[src/hw/src_pkg.sv]
`default_nettype none

package src_pkg;

    ////////////////////
    // sample and count widths
    ////////////////////

    localparam int SAMPLE_W = 24;   // signed audio sample
    localparam int COUNT_W  = 11;   // period / position, saturates at all ones
    localparam int OUT_W    = 36;   // unnormalized signed sum

    ////////////////////
    // output rate
    ////////////////////

    // 49.152 MHz / 512 = 96 kHz
    localparam int TICK_DIV = 512;
    localparam int TICK_W   = $clog2(TICK_DIV);

    ////////////////////
    // job buffer and flow control
    ////////////////////

    localparam int FIFO_DEPTH = 4;                    // jobs in flight between producer and consumer
    localparam int PTR_W      = $clog2(FIFO_DEPTH);   // depth is a power of two, pointers wrap
    localparam int CREDIT_W   = 3;                    // holds 0..FIFO_DEPTH
    localparam int DROP_W     = 8;

    // interpolation engine states
    localparam int          STATE_W    = 3;
    localparam logic [2:0]  ST_IDLE    = 3'd0;   // waiting for a job
    localparam logic [2:0]  ST_COEF    = 3'd1;   // period - pos
    localparam logic [2:0]  ST_MUL_OLD = 3'd2;   // older x (period - pos)
    localparam logic [2:0]  ST_MUL_NEW = 3'd3;   // newer x pos
    localparam logic [2:0]  ST_ADD     = 3'd4;   // sum of both products
    localparam logic [2:0]  ST_SUM     = 3'd5;   // sum presented, out_valid high

endpackage

`default_nettype wire

[src/hw/src_phase_tracker.sv]
`timescale 1ns/1ns
`default_nettype none

module src_phase_tracker (
    input  logic                                clk,
    input  logic                                reset,
    input  logic                                run,
    input  logic                                in_strobe,
    input  logic signed [src_pkg::SAMPLE_W-1:0] in_left,
    input  logic signed [src_pkg::SAMPLE_W-1:0] in_right,
    input  logic                                credit_return,
    output logic                                push,
    output logic signed [src_pkg::SAMPLE_W-1:0] job_left_old,
    output logic signed [src_pkg::SAMPLE_W-1:0] job_left_new,
    output logic signed [src_pkg::SAMPLE_W-1:0] job_right_old,
    output logic signed [src_pkg::SAMPLE_W-1:0] job_right_new,
    output logic        [src_pkg::COUNT_W-1:0]  job_pos,
    output logic        [src_pkg::COUNT_W-1:0]  job_period,
    output logic        [src_pkg::DROP_W-1:0]   drop_count
);
    import src_pkg::*;

    logic        [TICK_W-1:0]   tick_cnt;
    logic                       tick;
    logic        [COUNT_W-1:0]  pos_cnt;      // clocks since last strobe
    logic        [COUNT_W-1:0]  period;       // clocks between last two strobes
    logic        [1:0]          strobe_seen;
    logic                       primed;
    logic signed [SAMPLE_W-1:0] left_old, left_new;
    logic signed [SAMPLE_W-1:0] right_old, right_new;
    logic        [CREDIT_W-1:0] credit_cnt;
    logic                       has_credit;

    assign tick       = run && (tick_cnt == TICK_W'(TICK_DIV - 1));
    assign primed     = (strobe_seen == 2'd2);   // two strobes since run rose
    assign has_credit = (credit_cnt != '0);

    ////////////////////
    // output tick divider
    ////////////////////

    always_ff @(posedge clk) begin
        if (reset || !run || tick) begin
            tick_cnt <= '0;
        end else begin
            tick_cnt <= tick_cnt + 1'b1;
        end
    end

    ////////////////////
    // input phase measurement
    ////////////////////

    always_ff @(posedge clk) begin
        if (reset || !run) begin
            pos_cnt     <= '0;
            period      <= '0;
            strobe_seen <= '0;
        end else if (in_strobe) begin
            period  <= pos_cnt;   // latch before clearing
            pos_cnt <= '0;
            if (!primed) begin
                strobe_seen <= strobe_seen + 1'b1;
            end
        end else if (pos_cnt != '1) begin
            pos_cnt <= pos_cnt + 1'b1;   // saturating, source may stall
        end
    end

    // two-deep sample history per channel
    always_ff @(posedge clk) begin
        if (in_strobe) begin
            left_old  <= left_new;
            left_new  <= in_left;
            right_old <= right_new;
            right_new <= in_right;
        end
    end

    // job snapshot at the tick, pos clamped to period
    always_ff @(posedge clk) begin
        if (tick) begin
            job_left_old  <= left_old;
            job_left_new  <= left_new;
            job_right_old <= right_old;
            job_right_new <= right_new;
            job_pos       <= (pos_cnt > period) ? period : pos_cnt;
            job_period    <= period;
        end
    end

    ////////////////////
    // credits and drops
    ////////////////////

    always_ff @(posedge clk) begin
        if (reset || !run) begin
            push       <= 1'b0;
            drop_count <= '0;
        end else begin
            push <= tick && primed && has_credit;   // one cycle after the tick
            if (tick && primed && !has_credit && (drop_count != '1)) begin
                drop_count <= drop_count + 1'b1;
            end
        end
    end

    always_ff @(posedge clk) begin
        if (reset || !run) begin
            credit_cnt <= CREDIT_W'(FIFO_DEPTH);
        end else begin
            case ({push, credit_return})
                2'b10:   credit_cnt <= credit_cnt - 1'b1;
                2'b01:   credit_cnt <= credit_cnt + 1'b1;
                default: credit_cnt <= credit_cnt;   // none, or spend and return together
            endcase
        end
    end

    a_push_has_credit: assert property (@(posedge clk) disable iff (reset)
        push |-> has_credit)
        else $error("push issued with no credit left");

    // returns can never outrun what the buffer holds
    a_credit_bound: assert property (@(posedge clk) disable iff (reset)
        credit_cnt <= CREDIT_W'(FIFO_DEPTH))
        else $error("credit count above buffer depth");

endmodule

`default_nettype wire

[src/hw/src_job_fifo.sv]
`timescale 1ns/1ns
`default_nettype none

module src_job_fifo (
    input  logic                                clk,
    input  logic                                reset,
    input  logic                                run,
    input  logic                                push,
    input  logic signed [src_pkg::SAMPLE_W-1:0] job_left_old,
    input  logic signed [src_pkg::SAMPLE_W-1:0] job_left_new,
    input  logic signed [src_pkg::SAMPLE_W-1:0] job_right_old,
    input  logic signed [src_pkg::SAMPLE_W-1:0] job_right_new,
    input  logic        [src_pkg::COUNT_W-1:0]  job_pos,
    input  logic        [src_pkg::COUNT_W-1:0]  job_period,
    output logic                                job_avail,
    output logic signed [src_pkg::SAMPLE_W-1:0] head_left_old,
    output logic signed [src_pkg::SAMPLE_W-1:0] head_left_new,
    output logic signed [src_pkg::SAMPLE_W-1:0] head_right_old,
    output logic signed [src_pkg::SAMPLE_W-1:0] head_right_new,
    output logic        [src_pkg::COUNT_W-1:0]  head_pos,
    output logic        [src_pkg::COUNT_W-1:0]  head_period,
    output logic                                credit_return,
    input  logic                                pop
);
    import src_pkg::*;

    logic signed [SAMPLE_W-1:0] mem_left_old  [FIFO_DEPTH];
    logic signed [SAMPLE_W-1:0] mem_left_new  [FIFO_DEPTH];
    logic signed [SAMPLE_W-1:0] mem_right_old [FIFO_DEPTH];
    logic signed [SAMPLE_W-1:0] mem_right_new [FIFO_DEPTH];
    logic        [COUNT_W-1:0]  mem_pos       [FIFO_DEPTH];
    logic        [COUNT_W-1:0]  mem_period    [FIFO_DEPTH];
    logic        [PTR_W-1:0]    wr_ptr, rd_ptr;
    logic        [CREDIT_W-1:0] count;   // occupancy 0..FIFO_DEPTH
    logic                       full;

    assign full      = (count == CREDIT_W'(FIFO_DEPTH));
    assign job_avail = (count != '0);

    always_ff @(posedge clk) begin
        if (push) begin
            mem_left_old[wr_ptr]  <= job_left_old;
            mem_left_new[wr_ptr]  <= job_left_new;
            mem_right_old[wr_ptr] <= job_right_old;
            mem_right_new[wr_ptr] <= job_right_new;
            mem_pos[wr_ptr]       <= job_pos;
            mem_period[wr_ptr]    <= job_period;
        end
    end

    // pointers, occupancy and credit pulse, all cleared while run is low
    always_ff @(posedge clk) begin
        if (reset || !run) begin
            wr_ptr        <= '0;
            rd_ptr        <= '0;
            count         <= '0;
            credit_return <= 1'b0;
        end else begin
            if (push) begin
                wr_ptr <= wr_ptr + 1'b1;   // natural wrap
            end
            if (pop) begin
                rd_ptr <= rd_ptr + 1'b1;
            end
            case ({push, pop})
                2'b10:   count <= count + 1'b1;
                2'b01:   count <= count - 1'b1;
                default: count <= count;
            endcase
            credit_return <= pop;   // one cycle after the pop
        end
    end

    // show-ahead head
    assign head_left_old  = mem_left_old[rd_ptr];
    assign head_left_new  = mem_left_new[rd_ptr];
    assign head_right_old = mem_right_old[rd_ptr];
    assign head_right_new = mem_right_new[rd_ptr];
    assign head_pos       = mem_pos[rd_ptr];
    assign head_period    = mem_period[rd_ptr];

    a_no_push_full: assert property (@(posedge clk) disable iff (reset)
        push |-> !full)
        else $error("job pushed into a full buffer");

    a_no_pop_empty: assert property (@(posedge clk) disable iff (reset)
        pop |-> job_avail)
        else $error("job popped from an empty buffer");

endmodule

`default_nettype wire

[src/hw/src_interp_engine.sv]
`timescale 1ns/1ns
`default_nettype none

module src_interp_engine (
    input  logic                                clk,
    input  logic                                reset,
    input  logic                                hold,
    input  logic                                job_avail,
    input  logic signed [src_pkg::SAMPLE_W-1:0] head_left_old,
    input  logic signed [src_pkg::SAMPLE_W-1:0] head_left_new,
    input  logic signed [src_pkg::SAMPLE_W-1:0] head_right_old,
    input  logic signed [src_pkg::SAMPLE_W-1:0] head_right_new,
    input  logic        [src_pkg::COUNT_W-1:0]  head_pos,
    input  logic        [src_pkg::COUNT_W-1:0]  head_period,
    output logic                                pop,
    output logic                                out_valid,
    output logic signed [src_pkg::OUT_W-1:0]    out_left,
    output logic signed [src_pkg::OUT_W-1:0]    out_right
);
    import src_pkg::*;

    logic        [STATE_W-1:0]      state;
    logic signed [SAMPLE_W-1:0]     old_left, new_left, old_right, new_right;
    logic        [COUNT_W-1:0]      pos_r, period_r;
    logic        [COUNT_W-1:0]      coef;   // shared by both channels
    logic signed [SAMPLE_W-1:0]     mult_left, mult_right;
    logic signed [SAMPLE_W+COUNT_W:0] mult_left_p, mult_right_p;
    logic signed [OUT_W-1:0]        prod_left, prod_right;
    logic signed [OUT_W-1:0]        acc_left, acc_right;

    // start a job only from idle, hold stalls the start
    assign pop = (state == ST_IDLE) && !hold && job_avail;

    // coefficient is unsigned, zero bit keeps it positive
    assign mult_left_p  = mult_left * $signed({1'b0, coef});
    assign mult_right_p = mult_right * $signed({1'b0, coef});

    ////////////////////
    // sequencer
    ////////////////////

    always_ff @(posedge clk) begin
        if (reset) begin
            state     <= ST_IDLE;
            out_valid <= 1'b0;
        end else begin
            out_valid <= 1'b0;
            case (state)
                ST_IDLE: begin
                    if (pop) begin
                        state <= ST_COEF;
                    end
                end
                ST_COEF:    state <= ST_MUL_OLD;
                ST_MUL_OLD: state <= ST_MUL_NEW;
                ST_MUL_NEW: state <= ST_ADD;
                ST_ADD: begin
                    state     <= ST_SUM;
                    out_valid <= 1'b1;   // 5th cycle after pop
                end
                ST_SUM:     state <= ST_IDLE;
                default:    state <= ST_IDLE;
            endcase
        end
    end

    ////////////////////
    // datapath
    ////////////////////

    always_ff @(posedge clk) begin
        case (state)
            ST_IDLE: begin
                if (pop) begin   // take the head job
                    old_left  <= head_left_old;
                    new_left  <= head_left_new;
                    old_right <= head_right_old;
                    new_right <= head_right_new;
                    pos_r     <= head_pos;
                    period_r  <= head_period;
                end
            end
            ST_COEF: begin
                coef       <= period_r - pos_r;   // pos never exceeds period
                mult_left  <= old_left;
                mult_right <= old_right;
            end
            ST_MUL_OLD: begin
                prod_left  <= OUT_W'(mult_left_p);    // older x (period - pos)
                prod_right <= OUT_W'(mult_right_p);
                coef       <= pos_r;
                mult_left  <= new_left;
                mult_right <= new_right;
            end
            ST_MUL_NEW: begin
                acc_left   <= prod_left;
                acc_right  <= prod_right;
                prod_left  <= OUT_W'(mult_left_p);    // newer x pos
                prod_right <= OUT_W'(mult_right_p);
            end
            ST_ADD: begin
                out_left  <= acc_left + prod_left;
                out_right <= acc_right + prod_right;
            end
            default: begin
            end
        endcase
    end

    a_valid_in_sum: assert property (@(posedge clk) disable iff (reset)
        out_valid |-> (state == ST_SUM))
        else $error("out_valid outside the sum state");

endmodule

`default_nettype wire

[src/hw/src_top.sv]
`timescale 1ns/1ns
`default_nettype none

module src_top (
    input  logic                                clk,
    input  logic                                reset,
    input  logic                                run,
    input  logic                                in_strobe,
    input  logic signed [src_pkg::SAMPLE_W-1:0] in_left,
    input  logic signed [src_pkg::SAMPLE_W-1:0] in_right,
    input  logic                                hold,
    output logic                                out_valid,
    output logic signed [src_pkg::OUT_W-1:0]    out_left,
    output logic signed [src_pkg::OUT_W-1:0]    out_right,
    output logic        [src_pkg::DROP_W-1:0]   drop_count
);
    import src_pkg::*;

    // producer to buffer
    logic                       push;
    logic signed [SAMPLE_W-1:0] job_left_old, job_left_new;
    logic signed [SAMPLE_W-1:0] job_right_old, job_right_new;
    logic        [COUNT_W-1:0]  job_pos, job_period;
    logic                       credit_return;

    // buffer to consumer
    logic                       job_avail, pop;
    logic signed [SAMPLE_W-1:0] head_left_old, head_left_new;
    logic signed [SAMPLE_W-1:0] head_right_old, head_right_new;
    logic        [COUNT_W-1:0]  head_pos, head_period;

    src_phase_tracker i_phase_tracker (
        .clk           (clk),
        .reset         (reset),
        .run           (run),
        .in_strobe     (in_strobe),
        .in_left       (in_left),
        .in_right      (in_right),
        .credit_return (credit_return),
        .push          (push),
        .job_left_old  (job_left_old),
        .job_left_new  (job_left_new),
        .job_right_old (job_right_old),
        .job_right_new (job_right_new),
        .job_pos       (job_pos),
        .job_period    (job_period),
        .drop_count    (drop_count)
    );

    src_job_fifo i_job_fifo (
        .clk            (clk),
        .reset          (reset),
        .run            (run),
        .push           (push),
        .job_left_old   (job_left_old),
        .job_left_new   (job_left_new),
        .job_right_old  (job_right_old),
        .job_right_new  (job_right_new),
        .job_pos        (job_pos),
        .job_period     (job_period),
        .job_avail      (job_avail),
        .head_left_old  (head_left_old),
        .head_left_new  (head_left_new),
        .head_right_old (head_right_old),
        .head_right_new (head_right_new),
        .head_pos       (head_pos),
        .head_period    (head_period),
        .credit_return  (credit_return),
        .pop            (pop)
    );

    // hold is the only back-pressure, downstream has no ready
    src_interp_engine i_interp_engine (
        .clk            (clk),
        .reset          (reset),
        .hold           (hold),
        .job_avail      (job_avail),
        .head_left_old  (head_left_old),
        .head_left_new  (head_left_new),
        .head_right_old (head_right_old),
        .head_right_new (head_right_new),
        .head_pos       (head_pos),
        .head_period    (head_period),
        .pop            (pop),
        .out_valid      (out_valid),
        .out_left       (out_left),
        .out_right      (out_right)
    );

endmodule

`default_nettype wire

[config.mk]
export PLATFORM = sky130hd
export DESIGN_NAME = src_top
export DESIGN_NICKNAME = d
export VERILOG_FILES = /design/src/hw/src_pkg.sv /design/src/hw/src_phase_tracker.sv /design/src/hw/src_job_fifo.sv /design/src/hw/src_interp_engine.sv /design/src/hw/src_top.sv
export SDC_FILE = /design/constraint.sdc
export NUM_CORES = 2
export LEC_CHECK = 0
export ABC_AREA = 1
export BUFFER_PORTS_ARGS = -buffer_cell sky130_fd_sc_hd__buf_4
export CORE_ASPECT_RATIO = 1.5
export CORE_MARGIN = 2
export CORE_UTILIZATION = 30
export DETAILED_ROUTE_END_ITERATION = 8
export PLACE_DENSITY_LB_ADDON = 0.3
export SLEW_MARGIN = 25
export SYNTH_ARGS = -nofsm -noshare
export SYNTH_HDL_FRONTEND = slang
export SYNTH_HIERARCHICAL = 1
export SYNTH_SLANG_ARGS = --single-unit
export TNS_END_PERCENT = 10
[constraint.sdc]
create_clock -name clk -period 30 [get_ports clk]
set_clock_uncertainty 0.1 [all_clocks]
set_input_delay 3 -clock clk [delete_from_list [all_inputs] [get_ports clk]]
set_output_delay 3 -clock clk [all_outputs]
set_load 0.1 [all_outputs]
## Word-level counts from Yosys, hierarchy flattened

Memory sizes are Yosys's and may differ from the RTL's. A register that Yosys moved wholly into a read port is not among the register bits.
Cells that the tools add are included.

- Memories: 6
- Output and inout bits: 81
- Bits in registers: 546
- Memory bits (writable): 472
- Logic and storage cells: 101
- Bits of input ports: 53

Memory list:

| name | words | width | rd ports | clocked after memory_dff | write ports | line | RTL |
|---|---|---|---|---|---|---|---|
| i_job_fifo.mem_left_new | 4 | 24 | 1 | 1 | 1 | src_job_fifo.sv:28 | `logic signed [SAMPLE_W-1:0] mem_left_new [FIFO_DEPTH];` |
| i_job_fifo.mem_left_old | 4 | 24 | 1 | 1 | 1 | src_job_fifo.sv:27 | `logic signed [SAMPLE_W-1:0] mem_left_old [FIFO_DEPTH];` |
| i_job_fifo.mem_right_new | 4 | 24 | 1 | 1 | 1 | src_job_fifo.sv:30 | `logic signed [SAMPLE_W-1:0] mem_right_new [FIFO_DEPTH];` |
| i_job_fifo.mem_right_old | 4 | 24 | 1 | 1 | 1 | src_job_fifo.sv:29 | `logic signed [SAMPLE_W-1:0] mem_right_old [FIFO_DEPTH];` |
| i_job_fifo.mem_period | 4 | 11 | 1 | 1 | 1 | src_job_fifo.sv:32 | `logic [COUNT_W-1:0] mem_period [FIFO_DEPTH];` |
| i_job_fifo.mem_pos | 4 | 11 | 1 | 1 | 1 | src_job_fifo.sv:31 | `logic [COUNT_W-1:0] mem_pos [FIFO_DEPTH];` |

- $add $sub $neg: 13
- Reduce and logical (&&, ||, !) cells: 22
- Bitwise operators: 1
- Multipliers: 2
- Equal/unequal tests: 13
- Mux-type cells: 11
- Order comparisons: 1

Operators with widths:

| cell | count |
|---|---|
| 24-bit case mux with 2 select lines | 2 |
| 36-bit adder | 2 |
| 24-bit by 12-bit multiplier with 36-bit output | 2 |
| 11-bit case mux with 2 select lines | 1 |
| 3-bit case mux with 5 select lines | 1 |
| 3-bit case mux with 2 select lines | 2 |
| 11-bit by 1-bit adder with 11-bit output, second input constant | 1 |
| 11-bit greater-than comparator | 1 |
| 11-bit two-way mux | 1 |
| 11-bit != test, second input constant | 1 |
| 11-bit subtractor | 1 |
| 9-bit by 1-bit adder with 9-bit output, second input constant | 1 |
| 9-bit equality test, second input constant | 1 |
| 8-bit by 1-bit adder with 8-bit output, second input constant | 1 |
| 8-bit != test, second input constant | 1 |
| 1-bit logical AND | 7 |
| 2-bit by 1-bit adder with 2-bit output, second input constant | 3 |
| 3-bit by 1-bit adder with 3-bit output, second input constant | 2 |
| 2-bit equality test, second input constant | 3 |
| 3-bit by 2-bit equality test with 1-bit output, second input constant | 2 |
| 2-bit nonzero test | 3 |
| 3-bit nonzero test | 2 |
| 3-bit by 1-bit subtractor with 3-bit output, second input constant | 2 |
| 2-bit by 1-bit equality test with 1-bit output, second input constant | 2 |
| other kinds (11) | 18 |

## Logic depth before layout (Yosys ltp)

- Word-level depth: 5
- Gate-level depth with buffers: 26
- Depth with buffers taken out: 24

## Cells and area by module

Netlist, hierarchy kept.

Modules (own cells, without submodules):

| module | cells an instance | times used | area an instance (sq um) | sequential area each (sq um) |
|---|---|---|---|---|
| src_interp_engine | 4619 | 1 | 38719.6 | 11881.4 |
| src_job_fifo | 1204 | 1 | 17830.9 | 14373.8 |
| src_phase_tracker | 561 | 1 | 8879.8 | 7327.0 |

## Least setup slack after synthesis

No wires, ideal clock.

- Kind: in2reg
- Start point: input port hold
- End point: register i_interp_engine.new_left[0], read port of i_job_fifo.mem_left_new, enable pin
- Data arrival time: 14.452 ns
- Path buffers: 0
- Cell stages on the path: 1
- Path slack: 14.550 ns
- Data required time: 29.002 ns
- Library setup time: 0.898 ns
- Cell sequence: nor4_1

- Longest elaborated chain between the ends: 4

RTL lines:

| what | line | RTL |
|---|---|---|
| start: declaration | src_top.sv:11 | `input logic hold,` |
| 1-bit logical NOT | src_interp_engine.sv:32 | `assign pop = (state == ST_IDLE) && !hold && job_avail;` |
| 1-bit logical AND (2 in series) | src_interp_engine.sv:32 |  |
| 2-bit AND reduction (no source line) | - |  |
| end: declaration | src_interp_engine.sv:23 | `logic signed [SAMPLE_W-1:0] old_left, new_left, old_right, new_right;` |

Every way passes these cells.
A chain may end at the register's enable or synchronous reset.

## Final worst setup path

- Start point: register i_interp_engine.coef[3]
- End point: register i_interp_engine.prod_right[34] (data pin)

- Longest elaborated chain between the ends: 1

RTL lines:

| what | line | RTL |
|---|---|---|
| start: declaration | src_interp_engine.sv:25 | `logic [COUNT_W-1:0] coef;` |
| start signal: assignment | src_interp_engine.sv:84 | `coef <= period_r - pos_r;` |
| start signal: assignment | src_interp_engine.sv:91 | `coef <= pos_r;` |
| 24-bit by 12-bit multiplier with 36-bit output | src_interp_engine.sv:36 | `assign mult_right_p = mult_right * $signed({1'b0, coef});` |
| named net i_interp_engine.mult_right_p[34] | src_interp_engine.sv:27 | `logic signed [SAMPLE_W+COUNT_W:0] mult_left_p, mult_right_p;` |
| end signal: assignment | src_interp_engine.sv:90 | `prod_right <= OUT_W'(mult_right_p);` |
| end signal: assignment | src_interp_engine.sv:99 | `prod_right <= OUT_W'(mult_right_p);` |
| end: declaration | src_interp_engine.sv:28 | `logic signed [OUT_W-1:0] prod_left, prod_right;` |

The timed path passes the listed nets, and every way through them passes these cells.

==> flow_summary.toml <==
[global_routing]
track_usage_pct = 13.7
grt_overflow = 0
antenna_found_initial = 1
grt_start_max_net_pins = 145
grt_pass1_vias = 44700
grt_pass1_wl_mm = 242

[detailed_routing]
totalWireLength_mm = 150
routed_via_density = 4.47
num_vias = 42200
dr.pass1.iters = 6
drt_iter0_drc = 2173
wl_per_cell_um = 15.9
ant_nets = 0
drcViolationCount = 0

[setup_path]
r2r_cells = 18
critPathMaxFanout = 48
cp_data_required_time_ns = 30.40
setup.worst_path.start = "i_interp_engine/coef[3]$_DFFE_PP_"
criticalPathCategory = "reg -> reg"
arrival_ns = 6.33
worstReg2RegEnd = "i_interp_engine/prod_right[34]$_DFFE_PP_"
max_stage_delay_ns = 0.67
crit_path_start_kind = "register"
path_cells = "buf_4 -> nand2_1 -> fa_1 -> inv_1 -> fa_1 -> fa_1 -> fa_1 -> inv_1 -> fa_1 -> inv_1 -> ha_1 -> nand2_1 -> nor2_1 -> nand2_1 -> nor2_1 -> nand2_1 -> nand3_1 -> nand2_1"
crit_family = "adder cells"
cp-endpoint = "i_interp_engine/prod_right[34]$_DFFE_PP_"
cp_num_buf_inv = 4
crit_path_end_kind = "register"
r2r_start = "i_interp_engine/coef[3]$_DFFE_PP_"
ff2ff_setup_slack_ns = 24.08
critical_path.slowest_cell = "fa_1"
cp_num_cells = 18

[cts]
clock_latency_ns = 0.76
cts_tree = "yes"
clockBufferDepth = 3
cts_buffers = 116
clk_pin_slew_ns = 0.06
htreeDepth = 3
root_buffer = "clkbuf_16"
clock_sinks = 1138
hold_buffers = 0
cts_resized = 0
post_cts_buffers = 0

[die]
die_h_um = 576
core-area_um2 = 218000
fp.dieArea_um2 = 222000
start_util_pct = 30.1
num_rows = 210
ioPinCount = 134
die_x_um = 385

[min_path]
hold_class = "reg -> reg"

[yosys]
synth_area_leaders = "edfxtp_1 50%, fa_1 14%, nand2_1 9.1%, inv_1 7.0%, ha_1 4.9%"
synth-edff-count = 1079
yosys_warnings = 6
yosys-top-cells-count = "1594 x nand2_1, 1219 x inv_1, 1079 x edfxtp_1, 471 x fa_1, 466 x nor2_1"
async_reset_ff_share_pct = 0
synth_area_um2 = 65400
yosysSeqAreaShare_pct = 51.3
synth_seq_cells = 1138
synth.most_common_cell = "nand2_1"
synth_cell_types = 48
synth_top_cell_by_area = "edfxtp_1"
synth_cells = 6384
synth_top_flop_cell = "edfxtp_1"
syn_area_per_cell_um2 = 10.2
synth_top_area_share_pct = 49.5
syn_nets = 7166

[sta]
setup_viol = 0
drv_slew = 0
fin_setup_tns_ns = 0
finalCritPeriodShare_pct = 19.7
max_freq_ghz = 0.169
rsz0062_at_grt = "no"
final.min_clock_period_ns = 5.92
tightest_slew_ns = 1.02
hold_viol_final = 0
slew_headroom_pct = 32.1

[placed_design]
routabilityCongestion = 0.891
place_hpwl_mm = 107
postPlaceCellArea_um2 = 69600
port_buffers = 133

[layout]
area.growth.synth_to_final_pct = 12.4
stdcell_area_um2 = 73500
drive_gt1_share_pct = 6.61
utilization_pct = 33.8
layout.nets = 7261
fill_cells = 22000

[flow_run]
maxCapViolCount = 0

[run_status]
outcome = "finished clean"
## layer usage
layer / GRT usage, % / routed length [µm] / up-vias
met4: 4.50 / 4130 / 0
li1: - / - / 20500
met3: 1.64 / 5330 / 232
met1: 16.0 / 62300 / 20800
met5: 0 / 0 / -
met2: 25.6 / 78800 / 701
## placed cells by master, fill, tap and decap left out, types with 117 or more instances in the layout
master | synthesis | layout
ha_1 | 258 | 258
nor2_1 | 466 | 464
o22ai_1 | 120 | 120
nand2_1 | 1594 | 1593
buf_4 | 5 | 171
fa_1 | 471 | 471
edfxtp_1 | 1079 | 1079
nand3_1 | 141 | 141
a21oi_1 | 165 | 165
inv_1 | 1219 | 1214
o21ai_0 | 323 | 323
clkbuf_16 | 0 | 117
## final cells by class
type / count / area, µm² / area share, %
antenna: 1 / 2.50 / 0.00340
clock buffer: 133 / 3000 / 4.08
clock inverter: 87 / 937 / 1.27
inverter: 1233 / 4660 / 6.33
multi-input combinational: 3816 / 26400 / 35.9
sequential: 1138 / 33600 / 45.7
tap: 2862 / 3580 / 4.87
timing repair buffer: 174 / 1360 / 1.85
## stage by stage
step | worst slack [ns] | hold WS [ns] | cells
2_1_floorplan | 14.55 | 0.300 | 6384
3_3_place_gp | 24.13 | 0.300 | 9221
3_5_place_dp | 24.09 | 0.305 | 9221
4_1_cts | 24.06 | 0.318 | 9441
5_1_grt | 23.75 | 0.324 | 9444
6_report | 24.08 | 0.316 | 9444
## cells by family (layout without fill, tap and decap cells)
group	count (synthesis)	in the layout	share of synthesized area, %
other	0	1	0
buffers and inverters	1430	1627	8.34
adder cells (fa/ha/maj)	729	729	19.3
flip-flops	1138	1138	51.3
AO/OA/AOI/OAI	658	658	5.42
AND/OR/NAND/NOR	2346	2346	14.5
XOR/XNOR	83	83	1.11
## worst min-delay path by stage
stage	start	endpoint	slack [ns]	cells after the start
3_5_place_dp	i_phase_tracker/left_old[1]$_DFFE_PP_	i_phase_tracker/job_left_old[1]$_DFFE_PP_	0.30	0
4_1_cts	i_phase_tracker/left_old[12]$_DFFE_PP_	i_phase_tracker/job_left_old[12]$_DFFE_PP_	0.32	0
2_1_floorplan	i_phase_tracker/left_old[0]$_DFFE_PP_	i_phase_tracker/job_left_old[0]$_DFFE_PP_	0.30	0
3_3_place_gp	i_phase_tracker/left_old[13]$_DFFE_PP_	i_phase_tracker/job_left_old[13]$_DFFE_PP_	0.30	0
5_1_grt	i_phase_tracker/right_old[13]$_DFFE_PP_	i_phase_tracker/job_right_old[13]$_DFFE_PP_	0.32	0
6_report	i_phase_tracker/left_old[12]$_DFFE_PP_	i_phase_tracker/job_left_old[12]$_DFFE_PP_	0.32	0
## flip-flops by register name, summed over array words and instances (netlist names), 44 cells and up, named ones only
signal	flops
i_job_fifo/mem_period	44
i_job_fifo/mem_pos	44
i_job_fifo/mem_left_new	96
i_job_fifo/mem_right_new	96
i_job_fifo/mem_right_old	96
i_job_fifo/mem_left_old	96
Power is not shown: default switching activity piles up to over one toggle a cycle in this logic, so the estimate is an artifact.
